File: src/logic/lc3b_cache_cfg.svh
`ifndef LC3B_CACHE_CFG_SVH
`define LC3B_CACHE_CFG_SVH

// Geometry of the two-way unified cache.
// The tag is the upper part of the 16-bit address.
// The four low address bits select a byte within the line.

// Address bits 15 down to 4.
`define LC3B_TAG_WIDTH 12

// Address bits 3 down to 1 select one of eight words.
`define LC3B_OFFSET_WIDTH 3

// Eight 16-bit words per line.
`define LC3B_LINE_BITS 128

`endif

File: src/logic/lc3b_cache_pkg.sv
`default_nettype none

`include "lc3b_cache_cfg.svh"

package lc3b_cache_pkg;

    // a cpu data word, also used for byte addresses.
    typedef logic [15:0] lc3b_word;

    // byte enable. bit 0 is the low byte and bit 1 the high byte.
    typedef logic [1:0] lc3b_mem_wmask;

    // the tag taken from address bits 15 down to 4.
    typedef logic [`LC3B_TAG_WIDTH-1:0] lc3b_cacheline_tag;

    // word select within a line, address bits 3 down to 1.
    typedef logic [`LC3B_OFFSET_WIDTH-1:0] lc3b_cacheline_offset;

    // a full line. word k sits at bits 16k+15 down to 16k.
    typedef logic [`LC3B_LINE_BITS-1:0] lc3b_cacheline_word;

endpackage : lc3b_cache_pkg

`default_nettype wire

File: src/logic/cache.sv
`timescale 1ns/100ps
`default_nettype none

module cache (
    input  wire logic                                clk,
    input  wire logic                                reset,

    // cpu side.
    input  wire logic                                mem_read,
    input  wire logic                                mem_write,
    input  wire lc3b_cache_pkg::lc3b_word            mem_address,
    input  wire lc3b_cache_pkg::lc3b_word            mem_wdata,
    input  wire lc3b_cache_pkg::lc3b_mem_wmask       mem_byte_enable,
    output lc3b_cache_pkg::lc3b_word                 mem_rdata,
    output logic                                     mem_resp,

    // physical memory side.
    output logic                                     pmem_read,
    output logic                                     pmem_write,
    output lc3b_cache_pkg::lc3b_word                 pmem_address,
    output lc3b_cache_pkg::lc3b_cacheline_word       pmem_wdata,
    input  wire lc3b_cache_pkg::lc3b_cacheline_word  pmem_rdata,
    input  wire logic                                pmem_resp
);

    logic cacheline_sel;
    logic tag_source_sel;
    logic load;
    logic load_all;
    logic load_lru;
    logic lru_in;
    logic hit_1;
    logic hit_any;
    logic dirty_out;
    logic lru_out;

    cache_control control (
        .clk,
        .reset,
        .mem_read,
        .mem_write,
        .hit_1,
        .hit_any,
        .dirty_out,
        .lru_out,
        .pmem_resp,
        .cacheline_sel,
        .tag_source_sel,
        .load,
        .load_all,
        .load_lru,
        .lru_in,
        .mem_resp,
        .pmem_read,
        .pmem_write
    );

    // hit_0 is only used inside the datapath for hit_any.
    cache_datapath datapath (
        .clk,
        .reset,
        .cacheline_sel,
        .tag_source_sel,
        .load,
        .load_all,
        .load_lru,
        .lru_in,
        .cpu_address (mem_address),
        .cpu_wdata   (mem_wdata),
        .byte_enable (mem_byte_enable),
        .mem_rdata   (pmem_rdata),
        .hit_0       (),
        .hit_1,
        .hit_any,
        .dirty_out,
        .lru_out,
        .cpu_rdata   (mem_rdata),
        .mem_address (pmem_address),
        .mem_wdata   (pmem_wdata)
    );

endmodule : cache

`default_nettype wire

File: src/logic/cache_control.sv
`timescale 1ns/100ps
`default_nettype none

module cache_control (
    input  wire logic clk,
    input  wire logic reset,

    // cpu request levels.
    input  wire logic mem_read,
    input  wire logic mem_write,

    // status from the datapath.
    input  wire logic hit_1,
    input  wire logic hit_any,
    input  wire logic dirty_out,
    input  wire logic lru_out,

    // physical memory response.
    input  wire logic pmem_resp,

    // datapath controls.
    output logic      cacheline_sel,
    output logic      tag_source_sel,
    output logic      load,
    output logic      load_all,
    output logic      load_lru,
    output logic      lru_in,

    // handshakes.
    output logic      mem_resp,
    output logic      pmem_read,
    output logic      pmem_write
);

    typedef enum logic [1:0] {
        IDLE,
        WRITEBACK,
        ALLOCATE
    } state_t;

    state_t state;
    state_t next_state;
    logic   request;

    assign request = mem_read | mem_write;

    // ########################################
    // state register.
    // ########################################

    always_ff @(posedge clk) begin
        if (reset) begin
            state <= IDLE;
        end else begin
            state <= next_state;
        end
    end

    // ########################################
    // next state and outputs.
    // ########################################

    always_comb begin
        next_state     = state;
        cacheline_sel  = lru_out;
        tag_source_sel = 1'b1;
        load           = 1'b0;
        load_all       = 1'b0;
        load_lru       = 1'b0;
        lru_in         = lru_out;
        mem_resp       = 1'b0;
        pmem_read      = 1'b0;
        pmem_write     = 1'b0;

        case (state)
            IDLE: begin
                if (request && hit_any) begin
                    // answer in the same cycle and point lru at the other way.
                    cacheline_sel = hit_1;
                    mem_resp      = 1'b1;
                    load          = mem_write;
                    load_lru      = 1'b1;
                    lru_in        = ~hit_1;
                end else if (request) begin
                    next_state = dirty_out ? WRITEBACK : ALLOCATE;
                end
            end

            WRITEBACK: begin
                // the victim goes back to memory under its own tag.
                tag_source_sel = 1'b0;
                pmem_write     = 1'b1;
                if (pmem_resp) begin
                    next_state = ALLOCATE;
                end
            end

            ALLOCATE: begin
                pmem_read = 1'b1;
                if (pmem_resp) begin
                    load_all   = 1'b1;
                    next_state = IDLE;
                end
            end

            default: begin
                next_state = IDLE;
            end
        endcase
    end

endmodule : cache_control

`default_nettype wire

File: src/logic/cache_datapath.sv
`timescale 1ns/100ps
`default_nettype none

`include "lc3b_cache_cfg.svh"

module cache_datapath (
    input  wire logic                                clk,
    input  wire logic                                reset,

    // from cache_control.
    input  wire logic                                cacheline_sel,
    input  wire logic                                tag_source_sel,
    input  wire logic                                load,
    input  wire logic                                load_all,
    input  wire logic                                load_lru,
    input  wire logic                                lru_in,

    // from the cpu.
    input  wire lc3b_cache_pkg::lc3b_word            cpu_address,
    input  wire lc3b_cache_pkg::lc3b_word            cpu_wdata,
    input  wire lc3b_cache_pkg::lc3b_mem_wmask       byte_enable,

    // from physical memory.
    input  wire lc3b_cache_pkg::lc3b_cacheline_word  mem_rdata,

    // to cache_control.
    output logic                                     hit_0,
    output logic                                     hit_1,
    output logic                                     hit_any,
    output logic                                     dirty_out,
    output logic                                     lru_out,

    // to the cpu.
    output lc3b_cache_pkg::lc3b_word                 cpu_rdata,

    // to physical memory.
    output lc3b_cache_pkg::lc3b_word                 mem_address,
    output lc3b_cache_pkg::lc3b_cacheline_word       mem_wdata
);

    lc3b_cache_pkg::lc3b_cacheline_tag     tag_in;
    lc3b_cache_pkg::lc3b_cacheline_offset  offset;

    lc3b_cache_pkg::lc3b_cacheline_tag     tag_out_0;
    lc3b_cache_pkg::lc3b_cacheline_tag     tag_out_1;
    lc3b_cache_pkg::lc3b_cacheline_tag     victim_tag;
    lc3b_cache_pkg::lc3b_cacheline_tag     addr_tag;
    lc3b_cache_pkg::lc3b_word              data_out_0;
    lc3b_cache_pkg::lc3b_word              data_out_1;
    lc3b_cache_pkg::lc3b_cacheline_word    data_all_out_0;
    lc3b_cache_pkg::lc3b_cacheline_word    data_all_out_1;
    logic                                  dirty_out_0;
    logic                                  dirty_out_1;
    logic                                  load_0;
    logic                                  load_1;
    logic                                  load_all_0;
    logic                                  load_all_1;

    // the tag is the top of the address, the word offset sits just above bit 0.
    assign tag_in = cpu_address[15 -: `LC3B_TAG_WIDTH];
    assign offset = cpu_address[`LC3B_OFFSET_WIDTH:1];

    // ########################################
    // lru bit, pointing at the way to replace.
    // ########################################

    always_ff @(posedge clk) begin
        if (reset) begin
            lru_out <= 1'b0;
        end else if (load_lru) begin
            lru_out <= lru_in;
        end
    end

    // ########################################
    // way selection and steering.
    // ########################################

    assign load_0     = load & ~cacheline_sel;
    assign load_1     = load & cacheline_sel;
    assign load_all_0 = load_all & ~cacheline_sel;
    assign load_all_1 = load_all & cacheline_sel;

    assign cpu_rdata  = cacheline_sel ? data_out_1 : data_out_0;
    assign mem_wdata  = cacheline_sel ? data_all_out_1 : data_all_out_0;
    assign victim_tag = cacheline_sel ? tag_out_1 : tag_out_0;

    // the dirty bit reported to control is always that of the replacement way.
    assign dirty_out  = lru_out ? dirty_out_1 : dirty_out_0;

    // writeback uses the stored tag, a fill uses the tag of the request.
    assign addr_tag    = tag_source_sel ? tag_in : victim_tag;
    assign mem_address = {addr_tag, {(16 - `LC3B_TAG_WIDTH){1'b0}}};

    assign hit_any = hit_0 | hit_1;

    // ########################################
    // the two lines.
    // ########################################

    cacheline line0 (
        .clk,
        .reset,
        .load         (load_0),
        .load_all     (load_all_0),
        .tag_in,
        .offset,
        .byte_enable,
        .data_in      (cpu_wdata),
        .data_all_in  (mem_rdata),
        .hit          (hit_0),
        .dirty_out    (dirty_out_0),
        .tag_out      (tag_out_0),
        .data_out     (data_out_0),
        .data_all_out (data_all_out_0)
    );

    cacheline line1 (
        .clk,
        .reset,
        .load         (load_1),
        .load_all     (load_all_1),
        .tag_in,
        .offset,
        .byte_enable,
        .data_in      (cpu_wdata),
        .data_all_in  (mem_rdata),
        .hit          (hit_1),
        .dirty_out    (dirty_out_1),
        .tag_out      (tag_out_1),
        .data_out     (data_out_1),
        .data_all_out (data_all_out_1)
    );

endmodule : cache_datapath

`default_nettype wire

File: src/logic/cacheline.sv
`timescale 1ns/100ps
`default_nettype none

module cacheline (
    input  wire logic                                 clk,
    input  wire logic                                 reset,

    // write controls from the datapath steering.
    input  wire logic                                 load,
    input  wire logic                                 load_all,

    // address fields of the current cpu request.
    input  wire lc3b_cache_pkg::lc3b_cacheline_tag    tag_in,
    input  wire lc3b_cache_pkg::lc3b_cacheline_offset offset,

    // write data from the cpu and from memory.
    input  wire lc3b_cache_pkg::lc3b_mem_wmask        byte_enable,
    input  wire lc3b_cache_pkg::lc3b_word             data_in,
    input  wire lc3b_cache_pkg::lc3b_cacheline_word   data_all_in,

    output logic                                      hit,
    output logic                                      dirty_out,
    output lc3b_cache_pkg::lc3b_cacheline_tag         tag_out,
    output lc3b_cache_pkg::lc3b_word                  data_out,
    output lc3b_cache_pkg::lc3b_cacheline_word        data_all_out
);

    logic                                valid;
    logic                                dirty;
    lc3b_cache_pkg::lc3b_cacheline_tag   tag;
    lc3b_cache_pkg::lc3b_cacheline_word  data;

    // bit position of the addressed word inside the line.
    logic [6:0]                          word_base;
    lc3b_cache_pkg::lc3b_word            cur_word;
    lc3b_cache_pkg::lc3b_word            merged_word;

    assign word_base = {offset, 4'b0000};
    assign cur_word  = data[word_base +: 16];

    // only the enabled bytes take the new value, the rest keep the old one.
    assign merged_word = {
        byte_enable[1] ? data_in[15:8] : cur_word[15:8],
        byte_enable[0] ? data_in[7:0]  : cur_word[7:0]
    };

    // valid and dirty are the line's control state.
    always_ff @(posedge clk) begin
        if (reset) begin
            valid <= 1'b0;
            dirty <= 1'b0;
        end else if (load_all) begin
            valid <= 1'b1;
            dirty <= 1'b0;
        end else if (load) begin
            dirty <= 1'b1;
        end
    end

    // tag and data storage.
    always_ff @(posedge clk) begin
        if (load_all) begin
            tag  <= tag_in;
            data <= data_all_in;
        end else if (load) begin
            data[word_base +: 16] <= merged_word;
        end
    end

    assign hit          = valid && (tag == tag_in);
    assign dirty_out    = dirty;
    assign tag_out      = tag;
    assign data_out     = cur_word;
    assign data_all_out = data;

endmodule : cacheline

`default_nettype wire

File: config.mk
export PLATFORM = sky130hd
export DESIGN_NAME = cache
export DESIGN_NICKNAME = d
export VERILOG_FILES = /design/src/logic/lc3b_cache_pkg.sv /design/src/logic/cache.sv /design/src/logic/cache_control.sv /design/src/logic/cache_datapath.sv /design/src/logic/cacheline.sv
export VERILOG_INCLUDE_DIRS = /design/src /design/src/logic
export SDC_FILE = /design/constraint.sdc
export NUM_CORES = 1
export LEC_CHECK = 0
export ABC_CLOCK_PERIOD_IN_PS = 8270
export BUFFER_PORTS_ARGS = -buffer_cell sky130_fd_sc_hd__buf_4
export CORE_UTILIZATION = 27
export DETAILED_ROUTE_END_ITERATION = 8
export HOLD_SLACK_MARGIN = 0.03
export PLACE_DENSITY = 0.41
export SLEW_MARGIN = 10
export SYNTH_ARGS = -nofsm -noshare
export SYNTH_HDL_FRONTEND = slang
export SYNTH_SLANG_ARGS = --single-unit
File: constraint.sdc
create_clock -name clk -period 8.27 [get_ports clk]
set_input_delay 0.827 -clock clk [delete_from_list [all_inputs] [get_ports clk]]
set_output_delay 0.827 -clock clk [all_outputs]
set_load 0.05 [all_outputs]
==> results.cfg, run 1 <==
[outcome]
status = completed

[detailed_routing]
wl_um = 80900
num_vias = 14718
wl_per_cell_um = 31.6
drtPass1Iterations = 5
final_antenna_net_count = 0
drt_iter0_drc = 1170
drc = 0
via_per_inst = 5.75

[clock_network]
root_buffer = clkbuf_16
post_cts.repair.setup_buffers = 0
clk_path_buf_depth = 3
clock-sinks = 287
postCtsHoldBufs = 0
cts_tree = yes
clkTransAtPathRegs_ps = 60
htreeDepth = 2
cts_resized = 0
numCtsBuffers = 38
clk_latency_ps = 550

[final_layout]
n_antenna_cell = 0
drive_gt1_share_pct = 36.2
nFillCells = 6528
final_area_um2 = 21900
final_cells = 2559
final_nets = 1852
syn2layout_area_growth_pct = 23.6
final_core_util_pct = 33.9

[pwr]
pwr-share-comb_pct = 22.1
powerDensity_nw_per_um2 = 187
power.switching_mw = 1.31
p_leak_nw = 7.32
power_frac_clock_pct = 36.7
power_frac_seq_pct = 41.1
ir_drop_v = 0.000118
finalPower_mw = 4.11
p_sw_share_pct = 31.9
intPower_mw = 2.80

[yosys]
ys_types = 40
synth_common_cells = edfxtp_1 (280), o31ai_1 (257), nand4_1 (146)
syn-cell-area_um2 = 17800
synth-main-ff-cell = edfxtp_1
synthesis.instances = 1466
yosysSeqAreaShare_pct = 48.1
yosysTopAreaCellShare_pct = 47.3
synth-edff-count = 280
async_flop_share_pct = 0
synth.most_common_cell = edfxtp_1
synth.largest_area_cell = edfxtp_1
synth-seq-cells = 287
yosys-top-cells-area = edfxtp_1 (47%), o31ai_1 (11%), mux2_2 (8.1%), mux4_2 (8.1%), o211ai_1 (6.0%)
avgSynthCellArea_um2 = 12.1
yosys_warnings = 0

[grt]
grt_max_degree = 258
top_usage_layer = met2
grtUsageMet2_pct = 41.5
grt_overflow = 0
antenna_found_initial = 7
grt_pass1_wl_um = 114000
grtUsageMet1_pct = 28.1
gr-usage-met3_pct = 5.91
grt_pass1_vias = 15387
grt_usage_pct = 23.7

[hold_path]
min_from = datapath.line1.dirty_out
holdCritPathClass = reg -> reg
hold_end = datapath.line1.dirty_out
min_path_cells = 2

[placed_design]
post-place-ws_ps = 3160
place.gp.congestion = 0.820
dpl_cell_area_um2 = 20900
io_buffer_count = 324
dp_hpwl_um = 51400
dpl.cell_count = 2498

[floorplanning]
fp.coreArea_um2 = 64700
num_rows = 93
start_util_pct = 27.5
die_w_um = 258
pin_count = 330
die_y_um = 258
die-area_um2 = 66800

[worst_setup_path]
r2r_start = control.state[0]
crit_type = reg -> out
r2r-end = datapath.line1.data_all_out[113]
endpoint_kind = output pin
reg2reg_depth = 8
crit_fanout = 55
arrival_ps = 4190
startpoint_type = register
r2r_slack_ps = 3960
worstPathRequired_ps = 7440

[sta]
hold_ws_ps = 458
post-route-period-util_pct = 60.6
setup_tns_ps = 0
clock_skew_ps = 18.0
slew_violations = 0
setup_viol = 0
grt_setup_unrepaired = no
tightest_slew_ps = 1220
hold_viol = 0
period_minus_slack_ps = 5010
layout_setup_ws_ps = 3260
fmax_ghz = 0.199
max_slew_margin_pct = 18.7

[job]
maxCapViolCount = 0
[cells by family (layout without fill, tap and decap cells)]
| logic type | Yosys count | after routing | synth area share [%] |
|---|---|---|---|
| AOI/OAI and AO/OA | 426 | 426 | 17.7 |
| xor gates and xnor gates | 24 | 24 | 1.18 |
| adders and majority gates | 2 | 2 | 0.141 |
| buffers and inverters | 199 | 434 | 4.65 |
| DFF | 287 | 287 | 48.1 |
| muxes | 242 | 242 | 19.0 |
| other | 1 | 4 | 0.0211 |
| and+or+nand+nor | 285 | 285 | 9.09 |
[placed cells by master (no fill, tap or decap), types with 3 or more instances in the layout]
master     synthesis  final
conb_1             1      4
clkbuf_1         117      7
a21oi_1            4      4
nand2_1           62     62
o31ai_1          257    257
mux2i_1           50     50
xnor2_1           13     13
o211ai_1         141    141
nand3_1            4      4
nor2_1             6      6
buf_4              4    360
nor3_1             4      4
mux4_2            64     64
nor2b_1            3      3
inv_6              0      4
nand2b_1          51     51
o21ai_4            0      4
mux2_2           128    128
xor2_1            11     11
clkinv_1           0      9
dfxtp_1            7      6
nand4_1          146    146
clkbuf_16          0     39
o21ai_1            2     12
inv_1              7      7
edfxtp_1         280    280
[how the worst max path moves through the flow]
stage	start	end	cells past startpoint	slack, ps
6_report	datapath.line1.tag_out[11]	pmem_wdata[118]	7	3260
3_5_place_dp	mem_address[10]	mem_rdata[5]	8	3160
5_1_grt	datapath.line1.tag_out[1]	mem_rdata[5]	7	3050
2_1_floorplan	mem_address[1]	datapath.line0.data_all_out[32]	9	4090
3_3_place_gp	mem_address[10]	mem_rdata[5]	8	3170
4_1_cts	datapath.line1.tag_out[11]	mem_rdata[5]	7	3120
[layer usage]
| layer | wire [um] | vias up |
|---|---|---|
| li1 | - | 6500 |
| met1 | 31500 | 7548 |
| met2 | 40800 | 545 |
| met3 | 5680 | 111 |
| met4 | 2750 | 14 |
| met5 | 93 | - |
[sequential cells by signal, summed over array words and instances (netlist names)]
register                     cells
datapath.line0.data_all_out    128
datapath.line1.data_all_out    128
datapath.line0.tag_out          12
datapath.line1.tag_out          12
control.state                    2
datapath.line0.dirty_out         1
datapath.line0.valid             1
datapath.line1.dirty_out         1
datapath.line1.valid             1
datapath.lru_out                 1
[power by group through the flow]
stage	Sequential, mW	Combinational, mW	Clock [mW]
final	1.69	0.911	1.51
after global routing	1.70	0.952	1.59
after CTS	1.69	0.918	1.53
after detailed placement	1.72	0.917	0
after global placement	1.72	0.912	0
after floorplan	1.71	0.544	0
[worst max-delay path, stage by stage, from the launching register on]
cell	delay (ps)
edfxtp_1	410
xor2_1	180
nor4_1	470
nand4_1	560
o21ai_4	510
buf_4	760
mux2_2	450
buf_4	200
[final cells by class]
type	instances	area, um2	share of cell area (%)
tap	855	1070	4.87
inverter	12	57.6	0.262
sequential	287	8550	39.0
clock buffer	46	1000	4.57
multi-input combinational	983	8470	38.6
clock inverter	15	76.3	0.348
timing repair buffer	361	2720	12.4
Note: power is estimated with default switching activity, not from simulation.
==> run 2: changes to the inputs <==
Settings changed: ABC_CLOCK_PERIOD_IN_PS 8270 to 4200, PLACE_DENSITY 0.41 to 0.42.
Clock period 8.27 ns to 4.2 ns, I/O delays scaled along.
==> results.cfg, run 2 (synthesis gave the netlist of run 1 again) <==
[floorplanning]
die-area_um2 = 66800
pin_count = 330
num_rows = 93
die_y_um = 258
start_util_pct = 27.5
die_w_um = 258
fp.coreArea_um2 = 64700

[detailed_routing]
drc = 0
wl_um = 81200
final_antenna_net_count = 0
num_vias = 14981
wl_per_cell_um = 31.4
via_per_inst = 5.80
drt_iter0_drc = 1306
drtPass1Iterations = 5

[clock_network]
root_buffer = clkbuf_16
htreeDepth = 2
post_cts.repair.setup_buffers = 0
clkTransAtPathRegs_ps = 60
numCtsBuffers = 37
clk_latency_ps = 570
clock-sinks = 287
clk_path_buf_depth = 3
cts_tree = yes
postCtsHoldBufs = 0
cts_resized = 0

[sta]
max_slew_margin_pct = 17.3
period_minus_slack_ps = 3920
slew_violations = 0
hold_viol = 0
layout_setup_ws_ps = 282
fmax_ghz = 0.255
grt_setup_unrepaired = no
clock_skew_ps = 27.7
hold_ws_ps = 83.1
setup_tns_ps = 0
post-route-period-util_pct = 93.3
tightest_slew_ps = 1240
setup_viol = 0

[grt]
grt_usage_pct = 23.8
grt_pass1_vias = 15588
antenna_found_initial = 7
grt_overflow = 0
grt_max_degree = 104
grt_pass1_wl_um = 115000

[final_layout]
final_nets = 1868
layout_commonest_cell = buf_4
mostFrequentLayoutCells = buf_4 (370), edfxtp_1 (280), o31ai_1 (257)
final_cells = 2583
drive_gt1_share_pct = 36.9
syn2layout_area_growth_pct = 25.2

[pwr]
power_frac_clock_pct = 38.3
power_frac_seq_pct = 39.9
pwr-share-comb_pct = 21.8
p_leak_nw = 7.49
power.switching_mw = 2.62
intPower_mw = 5.71
powerDensity_nw_per_um2 = 375
p_sw_share_pct = 31.5
ir_drop_v = 0.000246

[worst_setup_path]
worstPathRequired_ps = 3780
startpoint_type = register
crit_fanout = 76
crit_chain = xnor2_1, nand4_1, or4_4, buf_4, nand4_1, o211ai_1, buf_4
slowest_delay_ps = 820
endpoint_kind = output pin
crit_type = reg -> out
arrival_ps = 3500
crit_slowest_cell = or4_4

[placed_design]
place.gp.congestion = 0.834
dp_hpwl_um = 53300
io_buffer_count = 324
post-place-ws_ps = 713
dpl.cell_count = 2515

[outcome]
status = completed

[hold_path]
holdCritPathClass = in -> reg

[job]
maxCapViolCount = 0
[run 2: changes by cell type in the layout (fill, tap and decap cells not counted), moves of 2 or more]
cell / change
clkinv_1: -5
diode_2: +2
buf_4: +10
buf_12: +7
inv_4: +2
inv_6: -4
clkbuf_1: +7
o21ai_4: -3
bufinv_16: +3
clkinv_2: +2
clkinvlp_4: -2
o21ai_2: +4
[run 2: metal layers]
metal / up-vias / wire (um) / GRT usage, %
met3: 153 / 6320 / 5.86
met2: 684 / 39600 / 40.2
met4: 10 / 3790 / 10.9
met5: - / 64 / 0
li1: 6539 / - / -
met1: 7595 / 31400 / 28.3
[run 2: power by group through the flow]
stage / combinational [mW] / clock, mW / sequential, mW
2_1_floorplan: 1.07 / 0 / 3.37
3_3_place_gp: 1.81 / 0 / 3.39
3_5_place_dp: 1.82 / 0 / 3.39
4_1_cts: 1.83 / 3.24 / 3.33
5_1_grt: 1.90 / 3.33 / 3.34
6_report: 1.81 / 3.19 / 3.33
[run 2: final cells by class]
cell class	count	area, um2
Sequential cell	287	8550
Clock inverter	14	170
Multi-Input combinational cell	983	8450
Timing Repair Buffer	378	2940
Tap cell	855	1070
Inverter	12	52.6
Clock buffer	52	1000
Antenna cell	2	5.00
Fill cell	6510	42500
[run 2: critical path: cells and delay by family (launching register included)]
family	cells	cell delay, ps
buf+inv	2	750
xor+xnor	1	190
compound gates	1	150
flops	1	410
simple gates	3	1310
[run 2: path summary, 6_finish.rpt]
path                                   from                               to  slack (ps)  depth (start not counted)
setup / recovery  datapath.line0.tag_out[7]                 pmem_address[14]         280                          7
hold / removal              mem_address[12]        datapath.line0.tag_out[8]          80                          1
setup reg to reg  datapath.line0.tag_out[7]  datapath.line1.data_all_out[15]         820                          7
hold reg to reg    datapath.line1.dirty_out         datapath.line1.dirty_out         460                          2
[run 2: metrics by stage]
stage	power, mW	area, um2	util [%]
final	8.34	22200	34.4
after CTS	8.40	22200	34.4
after detailed placement	5.21	21100	32.6
after floorplan	4.44	17800	-
after global routing	8.58	22200	34.4
after global placement	5.20	21100	32.6
==> run 3: changes to the inputs <==
Settings changed: SETUP_SLACK_MARGIN set to 0.4.
==> results.cfg, run 3 (synthesis gave the netlist of run 1 again) <==
[outcome]
status = completed

[detailed_routing]
wl_per_cell_um = 31.7
drc = 0
via_per_inst = 5.83
final_antenna_net_count = 0
drt_iter0_drc = 1363
drtPass1Iterations = 6
wl_um = 82300
num_vias = 15094

[floorplanning]
die_w_um = 258
num_rows = 93
die_y_um = 258
pin_count = 330
start_util_pct = 27.5
fp.coreArea_um2 = 64700
die-area_um2 = 66800

[worst_setup_path]
worstPathRequired_ps = 3780
r2r_slack_ps = 900
r2r-end = datapath.line1.data_all_out[15]
crit_type = reg -> out
endpoint_kind = output pin
arrival_ps = 3180
r2r_start = datapath.line0.tag_out[4]
crit_fanout = 49
reg2reg_depth = 8
startpoint_type = register

[final_layout]
mostFrequentLayoutCells = buf_4 (374), edfxtp_1 (280), o31ai_1 (257)
final_core_util_pct = 34.5
final_area_um2 = 22300
syn2layout_area_growth_pct = 25.7
final_nets = 1876
layout_commonest_cell = buf_4
drive_gt1_share_pct = 37.4

[sta]
clock_skew_ps = 25.6
setup_viol = 0
hold_ws_ps = 84.8
setup_tns_ps = 0
tightest_slew_ps = 1260
post-route-period-util_pct = 85.6
max_slew_margin_pct = 16.2
grt_setup_unrepaired = no
slew_violations = 0
hold_viol = 0
period_minus_slack_ps = 3600
fmax_ghz = 0.278

[placed_design]
place.gp.congestion = 0.834
dpl_cell_area_um2 = 21100
dp_hpwl_um = 53300
io_buffer_count = 324

[clock_network]
clk_latency_ps = 570
clock-sinks = 287
cts_tree = yes
htreeDepth = 2
numCtsBuffers = 37
clk_path_buf_depth = 3
clkTransAtPathRegs_ps = 60
root_buffer = clkbuf_16

[pwr]
intPower_mw = 5.72
p_leak_nw = 7.53
power.switching_mw = 2.63
power_frac_clock_pct = 38.2
powerDensity_nw_per_um2 = 374
pwr-share-comb_pct = 21.9
power_frac_seq_pct = 39.9
finalPower_mw = 8.35
ir_drop_v = 0.000245
p_sw_share_pct = 31.5

[hold_path]
holdCritPathClass = in -> reg
hold_end = datapath.line0.tag_out[8]
min_from = mem_address[12]
min_path_cells = 1

[grt]
grt_usage_pct = 23.8
grt_pass1_vias = 15576
grt_overflow = 0
antenna_found_initial = 11
grt_pass1_wl_um = 115000
grt_max_degree = 104

[job]
maxCapViolCount = 0
-- run 3: cell types whose count changed in the layout (fill, tap and decap cells not counted), sizes merged --
| cell | delta |
|---|---|
| buf | +7 |
| or4 | +1 |
-- run 3: worst max-delay path by stage --
stage | end | start
floorplan | datapath.line0.data_all_out[32] | mem_address[1]
global placement | pmem_wdata[28] | mem_address[10]
detailed placement | datapath.line1.data_all_out[78] | mem_address[11]
CTS | pmem_wdata[30] | datapath.line1.tag_out[1]
global route | mem_rdata[15] | datapath.line0.tag_out[7]
finish | pmem_wdata[125] | datapath.line1.tag_out[11]
-- run 3: repair_timing --
action | CTS | global route
pin swaps | 0 | 5
gates cloned | 0 | 1
hold buffers | 0 | 0
hold endpoints to repair | 0 | 0
gates resized for setup | 3 | 4
setup endpoints to repair | 43 | 48
buffers inserted | 0 | 7
-- run 3: routing by layer --
| layer | share of wire [%] | GRT usage [%] | routed length, um |
|---|---|---|---|
| met2 | 49 | 40.3 | 40100 |
| met4 | 4.5 | 10.9 | 3670 |
| met3 | 8.1 | 5.88 | 6630 |
| met5 | 0.078 | 0 | 64 |
| met1 | 39 | 28.3 | 31800 |
-- run 3: layout make-up --
type / count / area (um2)
flip-flops and latches: 287 / 8550
inverters: 12 / 52.6
well taps: 855 / 1070
diodes: 2 / 5.00
repair buffers: 385 / 3000
fillers: 6506 / 42400
multi-input cells: 984 / 8480
clock buffers: 52 / 1000
clock inverters: 14 / 170
-- run 3: worst max-delay path: stages (launching register included) --
cell and delay (ps):
edfxtp_1 400, xor2_1 190, nor4_2 380, nand4_1 130, buf_4 210, o21ai_4 260
buf_12 370, mux2_2 440, buf_4 210
-- run 3: metrics by stage --
| step | setup slack, ps | instances |
|---|---|---|
| final | 604 | 2591 |
| after global routing | 460 | 2589 |
| after CTS | 403 | 2581 |
| after detailed placement | 713 | 2515 |
| after global placement | 697 | 2515 |
| after floorplan | 429 | 1469 |
-- run 3: power groups by stage --
stage / clock, mW / sequential, mW / combinational [mW]
floorplan: 0 / 3.37 / 1.07
global placement: 0 / 3.39 / 1.81
detailed placement: 0 / 3.39 / 1.82
CTS: 3.24 / 3.33 / 1.83
global route: 3.33 / 3.34 / 1.91
finish: 3.19 / 3.33 / 1.83
